<file path="config.mk">
export PLATFORM = sky130hd
export DESIGN_NAME = mipsCpu
export DESIGN_NICKNAME = d
export VERILOG_FILES = /design/src/source/mipsPkg.sv /design/src/source/ctrlIf.sv /design/src/source/mipsCpu.sv /design/src/source/alu.sv /design/src/source/registerFile.sv /design/src/source/busMaster.sv /design/src/source/pcSequencer.sv /design/src/source/controlUnit.sv
export SDC_FILE = /design/constraint.sdc
export NUM_CORES = 2
export LEC_CHECK = 0
export ABC_CLOCK_PERIOD_IN_PS = 6500
export BUFFER_PORTS_ARGS = -buffer_cell sky130_fd_sc_hd__buf_2
export CAP_MARGIN = 20
export CORE_MARGIN = 2
export CORE_UTILIZATION = 35
export DETAILED_ROUTE_END_ITERATION = 8
export MAX_ROUTING_LAYER = met4
export PLACE_DENSITY_LB_ADDON = 0.3
export SLEW_MARGIN = 20
export SYNTH_ARGS = -nofsm -noshare
export SYNTH_HDL_FRONTEND = slang
export SYNTH_HIERARCHICAL = 1
export SYNTH_SLANG_ARGS = --single-unit
</file>
<file path="constraint.sdc">
create_clock -name clk -period 6.5 [get_ports clk]
set_clock_uncertainty 0.15 [all_clocks]
set_input_delay 0.975 -clock clk [delete_from_list [all_inputs] [get_ports clk]]
set_output_delay 0.975 -clock clk [all_outputs]
set_load 0.01 [all_outputs]
</file>
<file path="src/source/mipsPkg.sv">
// MIPS subset definitions
package mipsPkg;

    localparam int WORD_W = 32;                                  // Data and address width
    localparam logic [WORD_W-1:0] RESET_VECTOR = 32'hBFC00000;   // Default boot address

    // Sequencer states with HALT at zero
    typedef enum logic [2:0] {
        HALT   = 3'd0,    // Idle with no bus traffic
        FETCH  = 3'd1,    // Instruction read at PC
        DECODE = 3'd2,    // Instruction register load
        EXEC1  = 3'd3,    // ALU and LW read
        EXEC2  = 3'd4     // Write-back, SW, PC update
    } cpuState_e;

    typedef enum logic [1:0] {
        ADD   = 2'b00,    // Address calc and ADDIU
        SUB   = 2'b01,    // BEQ compare
        FUNCT = 2'b10     // Function field decides
    } aluOp_e;

    // Primary opcodes
    localparam logic [5:0] OP_RTYPE = 6'b000000;
    localparam logic [5:0] OP_ADDIU = 6'b001001;
    localparam logic [5:0] OP_LW    = 6'b100011;
    localparam logic [5:0] OP_SW    = 6'b101011;
    localparam logic [5:0] OP_BEQ   = 6'b000100;
    localparam logic [5:0] OP_J     = 6'b000010;

    // R-type function codes
    localparam logic [5:0] FN_ADDU = 6'b100001;
    localparam logic [5:0] FN_SUBU = 6'b100011;
    localparam logic [5:0] FN_AND  = 6'b100100;
    localparam logic [5:0] FN_OR   = 6'b100101;
    localparam logic [5:0] FN_XOR  = 6'b100110;
    localparam logic [5:0] FN_SLT  = 6'b101010;
    localparam logic [5:0] FN_SLTU = 6'b101011;
    localparam logic [5:0] FN_JR   = 6'b001000;

endpackage
</file>
<file path="src/source/ctrlIf.sv">
// Datapath control bundle
`timescale 1ns/10ps
interface ctrlIf;

    mipsPkg::aluOp_e aluOp;    // ALU operation class
    logic aluSrc;              // Immediate as operand B
    logic jump;                // J or JR taken
    logic branch;              // BEQ, taken on zero
    logic regJump;             // Target from rs
    logic memRead;             // Bus read request
    logic memWrite;            // Bus write request
    logic regDst;              // Destination rd, else rt
    logic memToReg;            // Write-back from load data
    logic regWrite;            // Register file write enable
    logic instrWrite;          // Instruction register load
    logic pcToAddr;            // Bus address from PC

    modport ctrl (output aluOp, aluSrc, jump, branch, regJump, memRead, memWrite,
                  regDst, memToReg, regWrite, instrWrite, pcToAddr);
    modport dp (input aluOp, aluSrc, jump, branch, regJump, memRead, memWrite,
                regDst, memToReg, regWrite, instrWrite, pcToAddr);

endinterface

</file>
<file path="src/source/mipsCpu.sv">
// Multicycle MIPS CPU top level
`timescale 1ns/10ps
module mipsCpu #(
    parameter logic [mipsPkg::WORD_W-1:0] RESET_VECTOR = mipsPkg::RESET_VECTOR
) (
    input  logic                        clk,
    input  logic                        rst,
    input  logic                        waitrequest,
    input  logic [mipsPkg::WORD_W-1:0]  readdata,
    output logic [mipsPkg::WORD_W-1:0]  address,
    output logic                        read,
    output logic                        write,
    output logic [mipsPkg::WORD_W-1:0]  writedata,
    output logic                        active,
    output logic [mipsPkg::WORD_W-1:0]  registerV0
);

    mipsPkg::cpuState_e         state;
    logic [mipsPkg::WORD_W-1:0] pc;
    logic [mipsPkg::WORD_W-1:0] instr;        // Instruction register
    logic [mipsPkg::WORD_W-1:0] loadData;     // Last completed read
    logic [mipsPkg::WORD_W-1:0] rsData;
    logic [mipsPkg::WORD_W-1:0] rtData;
    logic [mipsPkg::WORD_W-1:0] aluResult;
    logic                       zero;

    ctrlIf ctrlBus ();

    controlUnit i_controlUnit (
        .opcode (instr[31:26]),
        .funct  (instr[5:0]),
        .state  (state),
        .ctrl   (ctrlBus.ctrl)
    );

    pcSequencer #(
        .RESET_VECTOR (RESET_VECTOR)
    ) i_pcSequencer (
        .clk         (clk),
        .rst         (rst),
        .waitrequest (waitrequest),
        .instr       (instr),
        .rsData      (rsData),
        .zero        (zero),
        .ctrl        (ctrlBus.dp),
        .state       (state),
        .pc          (pc),
        .active      (active)
    );

    busMaster i_busMaster (
        .clk         (clk),
        .rst         (rst),
        .pc          (pc),
        .aluResult   (aluResult),
        .rtData      (rtData),
        .readdata    (readdata),
        .waitrequest (waitrequest),
        .ctrl        (ctrlBus.dp),
        .address     (address),
        .read        (read),
        .write       (write),
        .writedata   (writedata),
        .instr       (instr),
        .loadData    (loadData)
    );

    registerFile i_registerFile (
        .clk        (clk),
        .rst        (rst),
        .instr      (instr),
        .aluResult  (aluResult),
        .loadData   (loadData),
        .ctrl       (ctrlBus.dp),
        .rsData     (rsData),
        .rtData     (rtData),
        .registerV0 (registerV0)
    );

    alu i_alu (
        .clk       (clk),
        .rst       (rst),
        .instr     (instr),
        .rsData    (rsData),
        .rtData    (rtData),
        .ctrl      (ctrlBus.dp),
        .aluResult (aluResult),
        .zero      (zero)
    );

endmodule

</file>
<file path="src/source/alu.sv">
// Arithmetic and logic unit
`timescale 1ns/10ps
module alu (
    input  logic                        clk,
    input  logic                        rst,
    input  logic [mipsPkg::WORD_W-1:0]  instr,
    input  logic [mipsPkg::WORD_W-1:0]  rsData,
    input  logic [mipsPkg::WORD_W-1:0]  rtData,
    ctrlIf.dp                           ctrl,
    output logic [mipsPkg::WORD_W-1:0]  aluResult,
    output logic                        zero
);

    logic [mipsPkg::WORD_W-1:0] opB;
    logic [mipsPkg::WORD_W-1:0] resultComb;
    logic [mipsPkg::WORD_W-1:0] resultReg;
    logic                       lessSigned;
    logic                       lessUnsigned;

    assign opB          = ctrl.aluSrc ? {{16{instr[15]}}, instr[15:0]} : rtData;
    assign lessSigned   = $signed(rsData) < $signed(opB);
    assign lessUnsigned = rsData < opB;

    always_comb begin
        case (ctrl.aluOp)
            mipsPkg::ADD: resultComb = rsData + opB;
            mipsPkg::SUB: resultComb = rsData - opB;
            default: begin
                case (instr[5:0])                          // Function field decode
                    mipsPkg::FN_SUBU: resultComb = rsData - opB;
                    mipsPkg::FN_AND:  resultComb = rsData & opB;
                    mipsPkg::FN_OR:   resultComb = rsData | opB;
                    mipsPkg::FN_XOR:  resultComb = rsData ^ opB;
                    mipsPkg::FN_SLT:  resultComb = {{(mipsPkg::WORD_W-1){1'b0}}, lessSigned};
                    mipsPkg::FN_SLTU: resultComb = {{(mipsPkg::WORD_W-1){1'b0}}, lessUnsigned};
                    default:          resultComb = rsData + opB;   // ADDU and JR
                endcase
            end
        endcase
    end

    // Captured in execute states, operands stay fixed until write-back
    always_ff @(posedge clk) begin
        if (!ctrl.pcToAddr) begin
            resultReg <= resultComb;
        end
    end

    always_ff @(posedge clk) begin
        if (rst) begin
            zero <= 1'b0;
        end else if (!ctrl.pcToAddr) begin
            zero <= (resultComb == '0);    // BEQ decision in EXEC2
        end
    end

    // LW address is needed within EXEC1, before the register is loaded
    assign aluResult = ctrl.memRead ? resultComb : resultReg;

endmodule

</file>
<file path="src/source/registerFile.sv">
// General purpose registers
`timescale 1ns/10ps
module registerFile (
    input  logic                        clk,
    input  logic                        rst,
    input  logic [mipsPkg::WORD_W-1:0]  instr,
    input  logic [mipsPkg::WORD_W-1:0]  aluResult,
    input  logic [mipsPkg::WORD_W-1:0]  loadData,
    ctrlIf.dp                           ctrl,
    output logic [mipsPkg::WORD_W-1:0]  rsData,
    output logic [mipsPkg::WORD_W-1:0]  rtData,
    output logic [mipsPkg::WORD_W-1:0]  registerV0
);

    logic [mipsPkg::WORD_W-1:0] regs [32];
    logic [4:0]                 writeAddr;
    logic [mipsPkg::WORD_W-1:0] writeData;

    assign writeAddr = ctrl.regDst ? instr[15:11] : instr[20:16];   // rd or rt
    assign writeData = ctrl.memToReg ? loadData : aluResult;

    // Combinational read, r0 reads zero since it is never written
    assign rsData     = regs[instr[25:21]];
    assign rtData     = regs[instr[20:16]];
    assign registerV0 = regs[2];                                    // v0 tap

    always_ff @(posedge clk) begin
        if (rst) begin
            for (int i = 0; i < 32; i++) begin
                regs[i] <= '0;
            end
        end else if (ctrl.regWrite && (writeAddr != 5'd0)) begin
            regs[writeAddr] <= writeData;     // End of EXEC2
        end
    end

endmodule

</file>
<file path="src/source/busMaster.sv">
// Avalon-MM master and fetch latches
`timescale 1ns/10ps
module busMaster (
    input  logic                        clk,
    input  logic                        rst,
    input  logic [mipsPkg::WORD_W-1:0]  pc,
    input  logic [mipsPkg::WORD_W-1:0]  aluResult,
    input  logic [mipsPkg::WORD_W-1:0]  rtData,
    input  logic [mipsPkg::WORD_W-1:0]  readdata,
    input  logic                        waitrequest,
    ctrlIf.dp                           ctrl,
    output logic [mipsPkg::WORD_W-1:0]  address,
    output logic                        read,
    output logic                        write,
    output logic [mipsPkg::WORD_W-1:0]  writedata,
    output logic [mipsPkg::WORD_W-1:0]  instr,
    output logic [mipsPkg::WORD_W-1:0]  loadData
);

    // Request signals come straight from decode and stay put while stalled
    assign address   = ctrl.pcToAddr ? pc : aluResult;
    assign read      = ctrl.memRead;
    assign write     = ctrl.memWrite;
    assign writedata = rtData;                   // SW source register

    // Read data is valid in the completing cycle only
    always_ff @(posedge clk) begin
        if (ctrl.memRead && !waitrequest) begin
            loadData <= readdata;                // Instruction or LW word
        end
    end

    always_ff @(posedge clk) begin
        if (rst) begin
            instr <= '0;                         // Decodes as a harmless R-type
        end else if (ctrl.instrWrite) begin
            instr <= loadData;                   // IR load in DECODE
        end
    end

endmodule

</file>
<file path="src/source/pcSequencer.sv">
// State register and program counter
`timescale 1ns/10ps
module pcSequencer #(
    parameter logic [mipsPkg::WORD_W-1:0] RESET_VECTOR = mipsPkg::RESET_VECTOR
) (
    input  logic                        clk,
    input  logic                        rst,
    input  logic                        waitrequest,
    input  logic [mipsPkg::WORD_W-1:0]  instr,
    input  logic [mipsPkg::WORD_W-1:0]  rsData,
    input  logic                        zero,
    ctrlIf.dp                           ctrl,
    output mipsPkg::cpuState_e          state,
    output logic [mipsPkg::WORD_W-1:0]  pc,
    output logic                        active
);

    logic [5:0]                 opcode;
    logic                       busPending;     // Current state owns a transfer
    logic                       stall;
    logic                       pcWrite;
    logic [mipsPkg::WORD_W-1:0] pcPlus4;
    logic [mipsPkg::WORD_W-1:0] branchOffset;
    logic [mipsPkg::WORD_W-1:0] nextPc;
    mipsPkg::cpuState_e         nextState;

    assign opcode     = instr[31:26];
    assign busPending = (state == mipsPkg::FETCH) ||
                        ((state == mipsPkg::EXEC1) && (opcode == mipsPkg::OP_LW)) ||
                        ((state == mipsPkg::EXEC2) && (opcode == mipsPkg::OP_SW));
    assign stall      = busPending && waitrequest;
    assign pcWrite    = (state == mipsPkg::EXEC2) && !stall;

    assign pcPlus4      = pc + 32'd4;
    assign branchOffset = {{14{instr[15]}}, instr[15:0], 2'b00};   // Word offset, sign extended

    always_comb begin
        if (ctrl.jump && ctrl.regJump) begin
            nextPc = rsData;                                       // JR
        end else if (ctrl.jump) begin
            nextPc = {pcPlus4[31:28], instr[25:0], 2'b00};         // J, region of PC+4
        end else if (ctrl.branch && zero) begin
            nextPc = pcPlus4 + branchOffset;                       // BEQ taken, no delay slot
        end else begin
            nextPc = pcPlus4;
        end
    end

    always_comb begin
        nextState = state;
        case (state)
            mipsPkg::HALT:   nextState = active ? mipsPkg::FETCH : mipsPkg::HALT;  // Start once
            mipsPkg::FETCH:  nextState = mipsPkg::DECODE;
            mipsPkg::DECODE: nextState = mipsPkg::EXEC1;
            mipsPkg::EXEC1:  nextState = mipsPkg::EXEC2;
            mipsPkg::EXEC2:  nextState = (nextPc == '0) ? mipsPkg::HALT : mipsPkg::FETCH;
            default:         nextState = mipsPkg::HALT;
        endcase
    end

    always_ff @(posedge clk) begin
        if (rst) begin
            state  <= mipsPkg::HALT;     // Halted but armed, no bus request during reset
            pc     <= RESET_VECTOR;
            active <= 1'b1;
        end else begin
            if (!stall) begin
                state <= nextState;      // Frozen while waitrequest holds a transfer
            end
            if (pcWrite) begin
                pc <= nextPc;
                if (nextPc == '0) begin
                    active <= 1'b0;      // Jump to zero ends the run
                end
            end
        end
    end

endmodule

</file>
<file path="src/source/controlUnit.sv">
// Instruction decode and control
`timescale 1ns/10ps
module controlUnit (
    input  logic [5:0]          opcode,
    input  logic [5:0]          funct,
    input  mipsPkg::cpuState_e  state,
    ctrlIf.ctrl                 ctrl
);

    logic exec1;      // LW read state
    logic exec2;      // Write-back state
    logic arith;      // R-type writing rd
    logic isJr;       // Register jump

    assign exec1 = (state == mipsPkg::EXEC1);
    assign exec2 = (state == mipsPkg::EXEC2);

    assign arith = (funct == mipsPkg::FN_ADDU) || (funct == mipsPkg::FN_SUBU) ||
                   (funct == mipsPkg::FN_AND)  || (funct == mipsPkg::FN_OR)   ||
                   (funct == mipsPkg::FN_XOR)  || (funct == mipsPkg::FN_SLT)  ||
                   (funct == mipsPkg::FN_SLTU);
    assign isJr  = (funct == mipsPkg::FN_JR);

    always_comb begin
        // Quiet defaults, nothing stored anywhere
        ctrl.aluOp      = mipsPkg::ADD;
        ctrl.aluSrc     = 1'b0;
        ctrl.jump       = 1'b0;
        ctrl.branch     = 1'b0;
        ctrl.regJump    = 1'b0;
        ctrl.memRead    = 1'b0;
        ctrl.memWrite   = 1'b0;
        ctrl.regDst     = 1'b0;
        ctrl.memToReg   = 1'b0;
        ctrl.regWrite   = 1'b0;
        ctrl.instrWrite = 1'b0;
        ctrl.pcToAddr   = 1'b0;

        case (state)
            mipsPkg::HALT: begin
                ctrl.pcToAddr = 1'b1;            // Bus idle, address parked on PC
            end
            mipsPkg::FETCH: begin
                ctrl.memRead  = 1'b1;            // Read instruction word
                ctrl.pcToAddr = 1'b1;
            end
            mipsPkg::DECODE: begin
                ctrl.instrWrite = 1'b1;          // Latched word into IR
                ctrl.pcToAddr   = 1'b1;
            end
            default: begin
                case (opcode)
                    mipsPkg::OP_RTYPE: begin
                        ctrl.aluOp    = mipsPkg::FUNCT;   // Function field picks op
                        ctrl.regDst   = 1'b1;             // Write rd
                        ctrl.regWrite = arith & exec2;    // JR writes nothing
                        ctrl.jump     = isJr;
                        ctrl.regJump  = isJr;
                    end
                    mipsPkg::OP_ADDIU: begin
                        ctrl.aluSrc   = 1'b1;
                        ctrl.regWrite = exec2;
                    end
                    mipsPkg::OP_LW: begin
                        ctrl.aluSrc   = 1'b1;             // Base plus offset
                        ctrl.memRead  = exec1;
                        ctrl.memToReg = 1'b1;
                        ctrl.regWrite = exec2;
                    end
                    mipsPkg::OP_SW: begin
                        ctrl.aluSrc   = 1'b1;
                        ctrl.memWrite = exec2;            // Address from registered result
                    end
                    mipsPkg::OP_BEQ: begin
                        ctrl.aluOp  = mipsPkg::SUB;       // Zero when rs equals rt
                        ctrl.branch = 1'b1;
                    end
                    mipsPkg::OP_J: begin
                        ctrl.jump = 1'b1;
                    end
                    default: begin
                        ctrl.regWrite = 1'b0;             // Unsupported, runs as NOP
                    end
                endcase
            end
        endcase
    end

endmodule

</file>
== Word-level counts from Yosys, hierarchy flattened ==
Memories as Yosys holds them, arrays and structs flattened. A register that Yosys moved wholly into a read port is not among the register bits.
Index checks and enable logic that the tools add are counted.

* Multiply operators: 0
* Magnitude comparators: 2
* Reductions and logical operators: 30
* Bitwise logic cells: 4
* $add $sub $neg: 4
* Muxes and demuxes: 47
* Shift operators: 0
* Div/mod/pow operators: 0
* Equality and inequality tests: 18

{| class="wikitable"
|+ Operators with widths
! kind !! number
|-
| two-way mux 32 bit || 8
|-
| one-hot mux 32 bit (6 select lines) || 1
|-
| adder 32 bit || 2
|-
| zero test 32 bit || 2
|-
| < comparator 32 bit || 2
|-
| one-hot mux 32 bit (2 select lines) || 1
|-
| == test 6 bit (second input constant) || 9
|-
| adder 32 x 3 -> 32 bit (second input constant) || 1
|-
| bitwise AND 32 bit || 1
|-
| OR 32 bit || 1
|-
| OR reduction 32 bit || 1
|-
| subtractor 32 bit || 1
|-
| XOR 32 bit || 1
|-
| two-way mux 5 bit || 6
|-
| two-way mux 1 bit || 25
|-
| one-hot mux 3 bit (5 select lines) || 1
|-
| == test 6 x 4 -> 1 bit (second input constant) || 2
|-
| logical AND 1 bit || 8
|-
| logical OR 1 bit || 8
|-
| == test 3 x 2 -> 1 bit (second input constant) || 2
|-
| == test 6 x 2 -> 1 bit (second input constant) || 1
|-
| == test 6 x 3 -> 1 bit (second input constant) || 1
|-
| zero test 6 bit || 1
|-
| one-hot mux 1 bit (2 select lines) || 3
|-
| 13 further kinds || 16
|}

* Register bits: 133
* Bits in read-only memories: 0
* Bits in latches: 0
* RAM bits: 1,024
* Memories kept: 1

{| class="wikitable"
|+ Memory list
! memory !! depth !! width !! read ports !! clocked after memory_dff !! wr ports !! RTL line !! source
|-
| i_registerFile.regs || 32 || 32 || 3 || 2 || 32 || registerFile.sv:15 || <nowiki>logic [mipsPkg::WORD_W-1:0] regs [32];</nowiki>
|}

== Depth between registers and ports, before layout ==
* Depth in word-level cells: 16
* Mapped depth: 25

== By module ==
The synthesis kept the hierarchy.

{| class="wikitable"
|+ Modules (own cells, without submodules)
! module !! seq. area each (um^2) !! instances !! cells an instance !! area an instance (um^2)
|-
| registerFile || 30,749.5 || 1 || 4,665 || 53,572.6
|-
| alu || 980.9 || 1 || 1,110 || 8,135.3
|-
| pcSequencer || 720.7 || 1 || 695 || 4,979.8
|-
| busMaster || 1,601.5 || 1 || 206 || 2,900.3
|-
| controlUnit || 0.0 || 1 || 39 || 264.0
|}

== Worst setup path after synthesis ==
Ideal clock, no wire load.

* Path kind: register to output
* Start: register i_busMaster/instr[31] in the netlist's numbering
* End: output port address[30] in the netlist's numbering
* Data arrival time: 5.120 ns
* Setup slack: 0.255 ns
* Data required time: 5.375 ns
* Stages on the path, launching flop included: 21
* Cell sequence: dfxtp_1 and3b_2 o211ai_1 a21oi_1 clkbuf_1 clkbuf_1 mux2i_1 inv_1 ha_1 fa_1 o21ba_1 or4_1 buf_2 a21oi_2 o2111ai_2 a211oi_1 mux2i_1 o21ai_0 a22oi_1 mux2_2 mux2_2

* Word-level cells in the longest chain between the ends: 10
* Elaborated cells between the ends (all ways): 24
* Classes of those cells: 2 x add/sub; 5 x eq/ne; 11 x mux; 3 x bitwise; 3 x reduce/logical

{| class="wikitable"
|+ RTL lines
! item !! RTL line !! source
|-
| from (decl) || busMaster.sv:16 || <nowiki>output logic [mipsPkg::WORD_W-1:0] instr,</nowiki>
|-
| from (signal assigned) || busMaster.sv:37 || <nowiki>instr <= loadData;</nowiki>
|-
| == test 6 bit or == test 6 x 4 -> 1 bit (tied branches) || controlUnit.sv:52 || <nowiki>case (opcode)</nowiki>
|-
| OR reduction 3 bit (no source line) * || -- ||
|-
| two-way mux 1 bit * || controlUnit.sv:52 ||
|-
| two-way mux 1 bit * || controlUnit.sv:39 || <nowiki>case (state)</nowiki>
|-
| named net ctrlBus.aluSrc || ctrlIf.sv:6 || <nowiki>logic aluSrc;</nowiki>
|-
| two-way mux 32 bit * || alu.sv:20 || <nowiki>assign opB = ctrl.aluSrc ? {{16{instr[15]}}, instr[15:0]} : rtData;</nowiki>
|-
| adder 32 bit, or another cell as far along || alu.sv:26, alu.sv:36 ||
|-
| one-hot mux 32 bit (6 select lines) || alu.sv:29 || <nowiki>case (instr[5:0])</nowiki>
|-
| one-hot mux 32 bit (2 select lines) * || alu.sv:25 || <nowiki>case (ctrl.aluOp)</nowiki>
|-
| named net i_alu.resultComb, one bit || alu.sv:15 || <nowiki>logic [mipsPkg::WORD_W-1:0] resultComb;</nowiki>
|-
| two-way mux 32 bit * || alu.sv:58 || <nowiki>assign aluResult = ctrl.memRead ? resultComb : resultReg;</nowiki>
|-
| named net aluResult, one bit || mipsCpu.sv:24 || <nowiki>logic [mipsPkg::WORD_W-1:0] aluResult;</nowiki>
|-
| two-way mux 32 bit * || busMaster.sv:21 || <nowiki>assign address = ctrl.pcToAddr ? pc : aluResult;</nowiki>
|-
| to (decl) || mipsCpu.sv:10 || <nowiki>output logic [mipsPkg::WORD_W-1:0] address,</nowiki>
|}

Mark *: on every way through the listed nets, which the timed path passes. The rest lies on a longest branch.

==> summary.md <==
| Metric | Value |
|---|---|
| Chip height | about 450 um |
| Initial core utilization | 0.353 |
| Critical R2R Launch | i_busMaster/instr[17] |
| H-tree Lvls | 4 |
| Worst path cell trace | buf_12, buf_12, mux2i_1, a21oi_1, a31oi_2, nand3_1, buf_4, ha_1, nand2b_1, a21oi_1, a31oi_4, a31o_4, or2_4, a211o_1, mux2_4, or3_4, and3_4, mux2_4, mux2_4, buf_6 |
| Register area share after synthesis | 0.487 |
| CP Max Fanout | 20 |
| Primary FF master, synth | edfxtp_1 |
| Final setup TNS | -14.28 ns |
| Antenna violations before repair | 12 |
| Filler cell count | ~18000 |
| Combinational Power Share | 0.326 |
| CTS Buffer Depth | 3 |
| Internal reg-to-reg setup slack | ~0.14 ns |
| DR vias | ~60000 |
| Die footprint | a little over 0.2 mm^2 |
| Part of the power in the clock network | 0.318 |
| Worst vdd ir | roughly 0.00026 V |
| Min-delay worst type | input pin to flop |
| Synth Register Bits | approximately 1200 |
| Crit. Startpoint | i_busMaster/instr[22] |
| Layout cells sized above 1 | 0.261 |
| CTS tree | built |
| Design internal power | between 15 and 20 mW |
| Hpwl dp | 219 mm |
| Grt met3 use | 0.0512 |
| Worst-Skew Late Latency | 0.83 ns |
| Placeable Area | slightly below 0.2 mm^2 |
| Mapped Area | between 0.06 and 0.07 mm^2 |
| WL final | 316 mm |
| NetSw | 8.20 mW |
| Period utilisation layout | 1.11 |
| First-pass GRT wire length | 442 mm |
| Total GRT Usage | 0.309 |
| Final-report max-slew violation count | 0 |
| Vias per cell | around 6 |
| Slowest CP cell | dfxtp_4 |
| Pwr Density | 271 mW/mm^2 |
| DRC | 0 |
| Crit Path Category | flop to output port |
| Switching Fraction | 0.339 |
| # rows | about 160 |
| Layout Nets | ~7700 |
| FF-to-FF path depth | 28 |
| Largest delay share family, worst path | compound AO/OA/AOI/OAI gates |
| Top cell type's share of synthesized area | 0.468 |
| DIE WIDTH | around 450 um |
| Largest cells by area after synthesis | edfxtp_1 47%, mux2i_1 16%, nor2_1 6.3% |
| Root Driver | clkbuf_16 |
| HP Start | readdata[9] |
| Reg power frac | 0.356 |
| Min Tclk post-route | between 7 and 8 ns |
| Final instance area | 0.0893 mm^2 |
| I/O Buffers | between 100 and 150 |
| DRT antenna net count | 0 |
| Final Setup Violations | 27 |
| Leading area contributor after synthesis | edfxtp_1 |
| Num Clock Sinks | between 1000 and 1500 |
| Drt pass-1 iters | 7 |
| CP dominant cell by count | mux2_4 |
| Initial drt markers | between 7000 and 8000 |
| Relative slew slack | 0.182 |
| CP max stage delay | 0.45 ns |
| Total global routing overflow | 0 |
| Status | finished, violations left |
| Synth cell types | 113 |
| Crit path buffers/inverters | 4 |
| Largest net degree at the start of global routing | 60 |
| Ys Warns | 6 |
| Reg area | about 0.034 mm^2 |
| Worst-Margin Slew | 1.23 ns |
| Syn avg cell area | between 10 and 15 um^2 |
| Leak pwr | around 32 nW |
| Area Growth Syn to Fin | 27.8% |
| DR WL/cell | 30.8 um |
| RSZ-0062 raised after global routing | yes |
| Gate Count Post-Synth | around 6700 |
| Gpl congestion | a little over 1 |
| Met1 Track Usage GR | 0.401 |
| Max Fclk | 138 MHz |
| CTS clock-pin slew for the worst setup and hold paths | approximately 0.08 ns |
| Post-synth EDFFs | between 1000 and 1500 |
| Violated checks | setup timing |
| CP Data Required Time | roughly 5.4 ns |
| Startpoint Class | flop |
| Setup ws final | -0.726 ns |
| Worst hold endpoint | i_busMaster/loadData[9] |
| I/O pins | between 100 and 150 |
| Hold_buf cts | 0 |
| R2R Path End | i_alu/zero |
| Vias in the first global route | approximately 60000 |
| Critical Path AT | roughly 6 ns |
| Hold depth | 1 |
| GR Util met2 | 0.459 |
| Max Cap Viol | 0 |
| GRT busiest layer | met2 |
| Endpoint class of the critical path | output port |
| Placed cell areas | slightly above 0.08 mm^2 |
| Multi-input logic area | between 0.03 and 0.04 mm^2 |
| CTS Buf Count | around 130 |
| Final Hold Fails | 0 |
| Synth async-reset ratio | 0 |
-- power groups by stage --
stage          combinational, mW  sequential (mW)  clock (mW)
2_1_floorplan               3.07             8.71           0
3_3_place_gp                6.83             8.75           0
3_5_place_dp                6.82             8.76           0
4_1_cts                     7.39             8.61        7.77
5_1_grt                     8.14             8.64        8.04
6_report                    7.91             8.62        7.70
-- synth_stat cells, types with 31 or more instances --
cell type  number
a22o_1        131
edfxtp_1     1088
nor2_1       1175
buf_4          43
mux2_2         41
ha_1          132
mux2i_1      1135
nor3_1        111
a21oi_1       367
xnor2_1        46
nor2b_1        31
o21ai_0        80
buf_2         183
inv_1         117
a31oi_1        79
a22oi_1       204
a211oi_1       38
o211ai_1       35
clkbuf_1      336
dfxtp_1        69
nand2_1       413
nand3_1       266
nand2b_1       45
-- worst max-delay path by stage --
stage | end | slack [ns] | depth (start not counted)
after global routing | address[30] | -0.80 | 26
after CTS | address[22] | -0.76 | 24
after global placement | address[29] | -0.54 | 22
after floorplan | address[30] | 0.26 | 20
final | address[27] | -0.73 | 20
after detailed placement | address[29] | -0.56 | 22
-- logic make-up after synthesis --
group,share of synthesized area
buffers and inverters,0.0460
other,0.0000537
adder cells (fa/ha/maj),0.0245
AO/OA/AOI/OAI,0.118
AND/OR/NAND/NOR,0.140
multiplexers,0.176
XOR/XNOR,0.00815
flip-flops,0.487
-- flip-flops by register name (all words and copies together) (netlist names) --
register              cells
i_pcSequencer/pc         32
i_registerFile/regs    1024
i_busMaster/instr        32
i_pcSequencer/active      1
i_alu/resultReg          32
i_alu/zero                1
i_pcSequencer/state       3
i_busMaster/loadData     32
-- cells in the final DEF (no fill, tap or decap), types with 25 or more instances in the layout --
master	instances
nor2_1	1166
edfxtp_1	1088
mux2i_1	1055
buf_4	926
nand2_1	399
a21oi_1	321
nand3_1	229
a22oi_1	192
clkbuf_16	138
a22o_1	128
buf_2	124
buf_12	113
inv_1	109
ha_1	106
nor3_1	70
o21ai_0	69
dfxtp_1	63
buf_6	58
mux2i_4	51
xnor2_1	45
a31oi_1	42
mux2_4	42
a21oi_2	37
clkbuf_1	35
o211ai_1	35
conb_1	32
mux2i_2	29
nor3_2	29
mux2_2	29
nand4_1	29
a211oi_1	28
nor2b_1	26
a21o_1	26
nand3_2	25
-- metal layers --
layer	vias up	wire (um)
li1	26300	-
met1	31000	128000
met2	3519	139000
met3	826	28100
met4	0	21200
met5	-	0
-- per-stage QoR --
stage	cells	util	setup slack, ns	power (mW)	hold WS, ns
after detailed placement	9901	0.407	-0.558	15.6	0.311
after CTS	10200	0.444	-0.764	23.8	0.130
final	10300	0.451	-0.726	24.2	0.180
after global placement	9901	0.407	-0.539	15.6	0.313
after global routing	10300	0.451	-0.802	24.8	0.172
after floorplan	6746	-	0.255	11.8	0.295
-- final cells by class --
type / count / share of cell area
multi-input combinational: 4862 / 0.401
sequential: 1157 / 0.382
timing repair buffer: 1250 / 0.125
clock buffer: 172 / 0.0395
tap: 2640 / 0.0370
clock inverter: 69 / 0.00961
inverter: 125 / 0.00527
antenna: 9 / 0.000252
-- worst register-to-register path: cells and delay by family, from the launching register on --
family / cells / cell delay, ns
fa+ha+maj: 2 / 0.54
mux: 3 / 0.52
xor+xnor: 1 / 0.08
simple gates: 6 / 1.16
buf+inv: 9 / 1.41
flops: 1 / 0.38
compound gates: 7 / 2.00
-- timing repair --
action                                  4_1_cts  5_1_grt
resized for setup                           372      190
setup buffers                                87       40
endpoints found under the setup margin      221       31
pin swaps                                    86       93
cloned                                       10        4
Power figures use the tool's default switching activity.
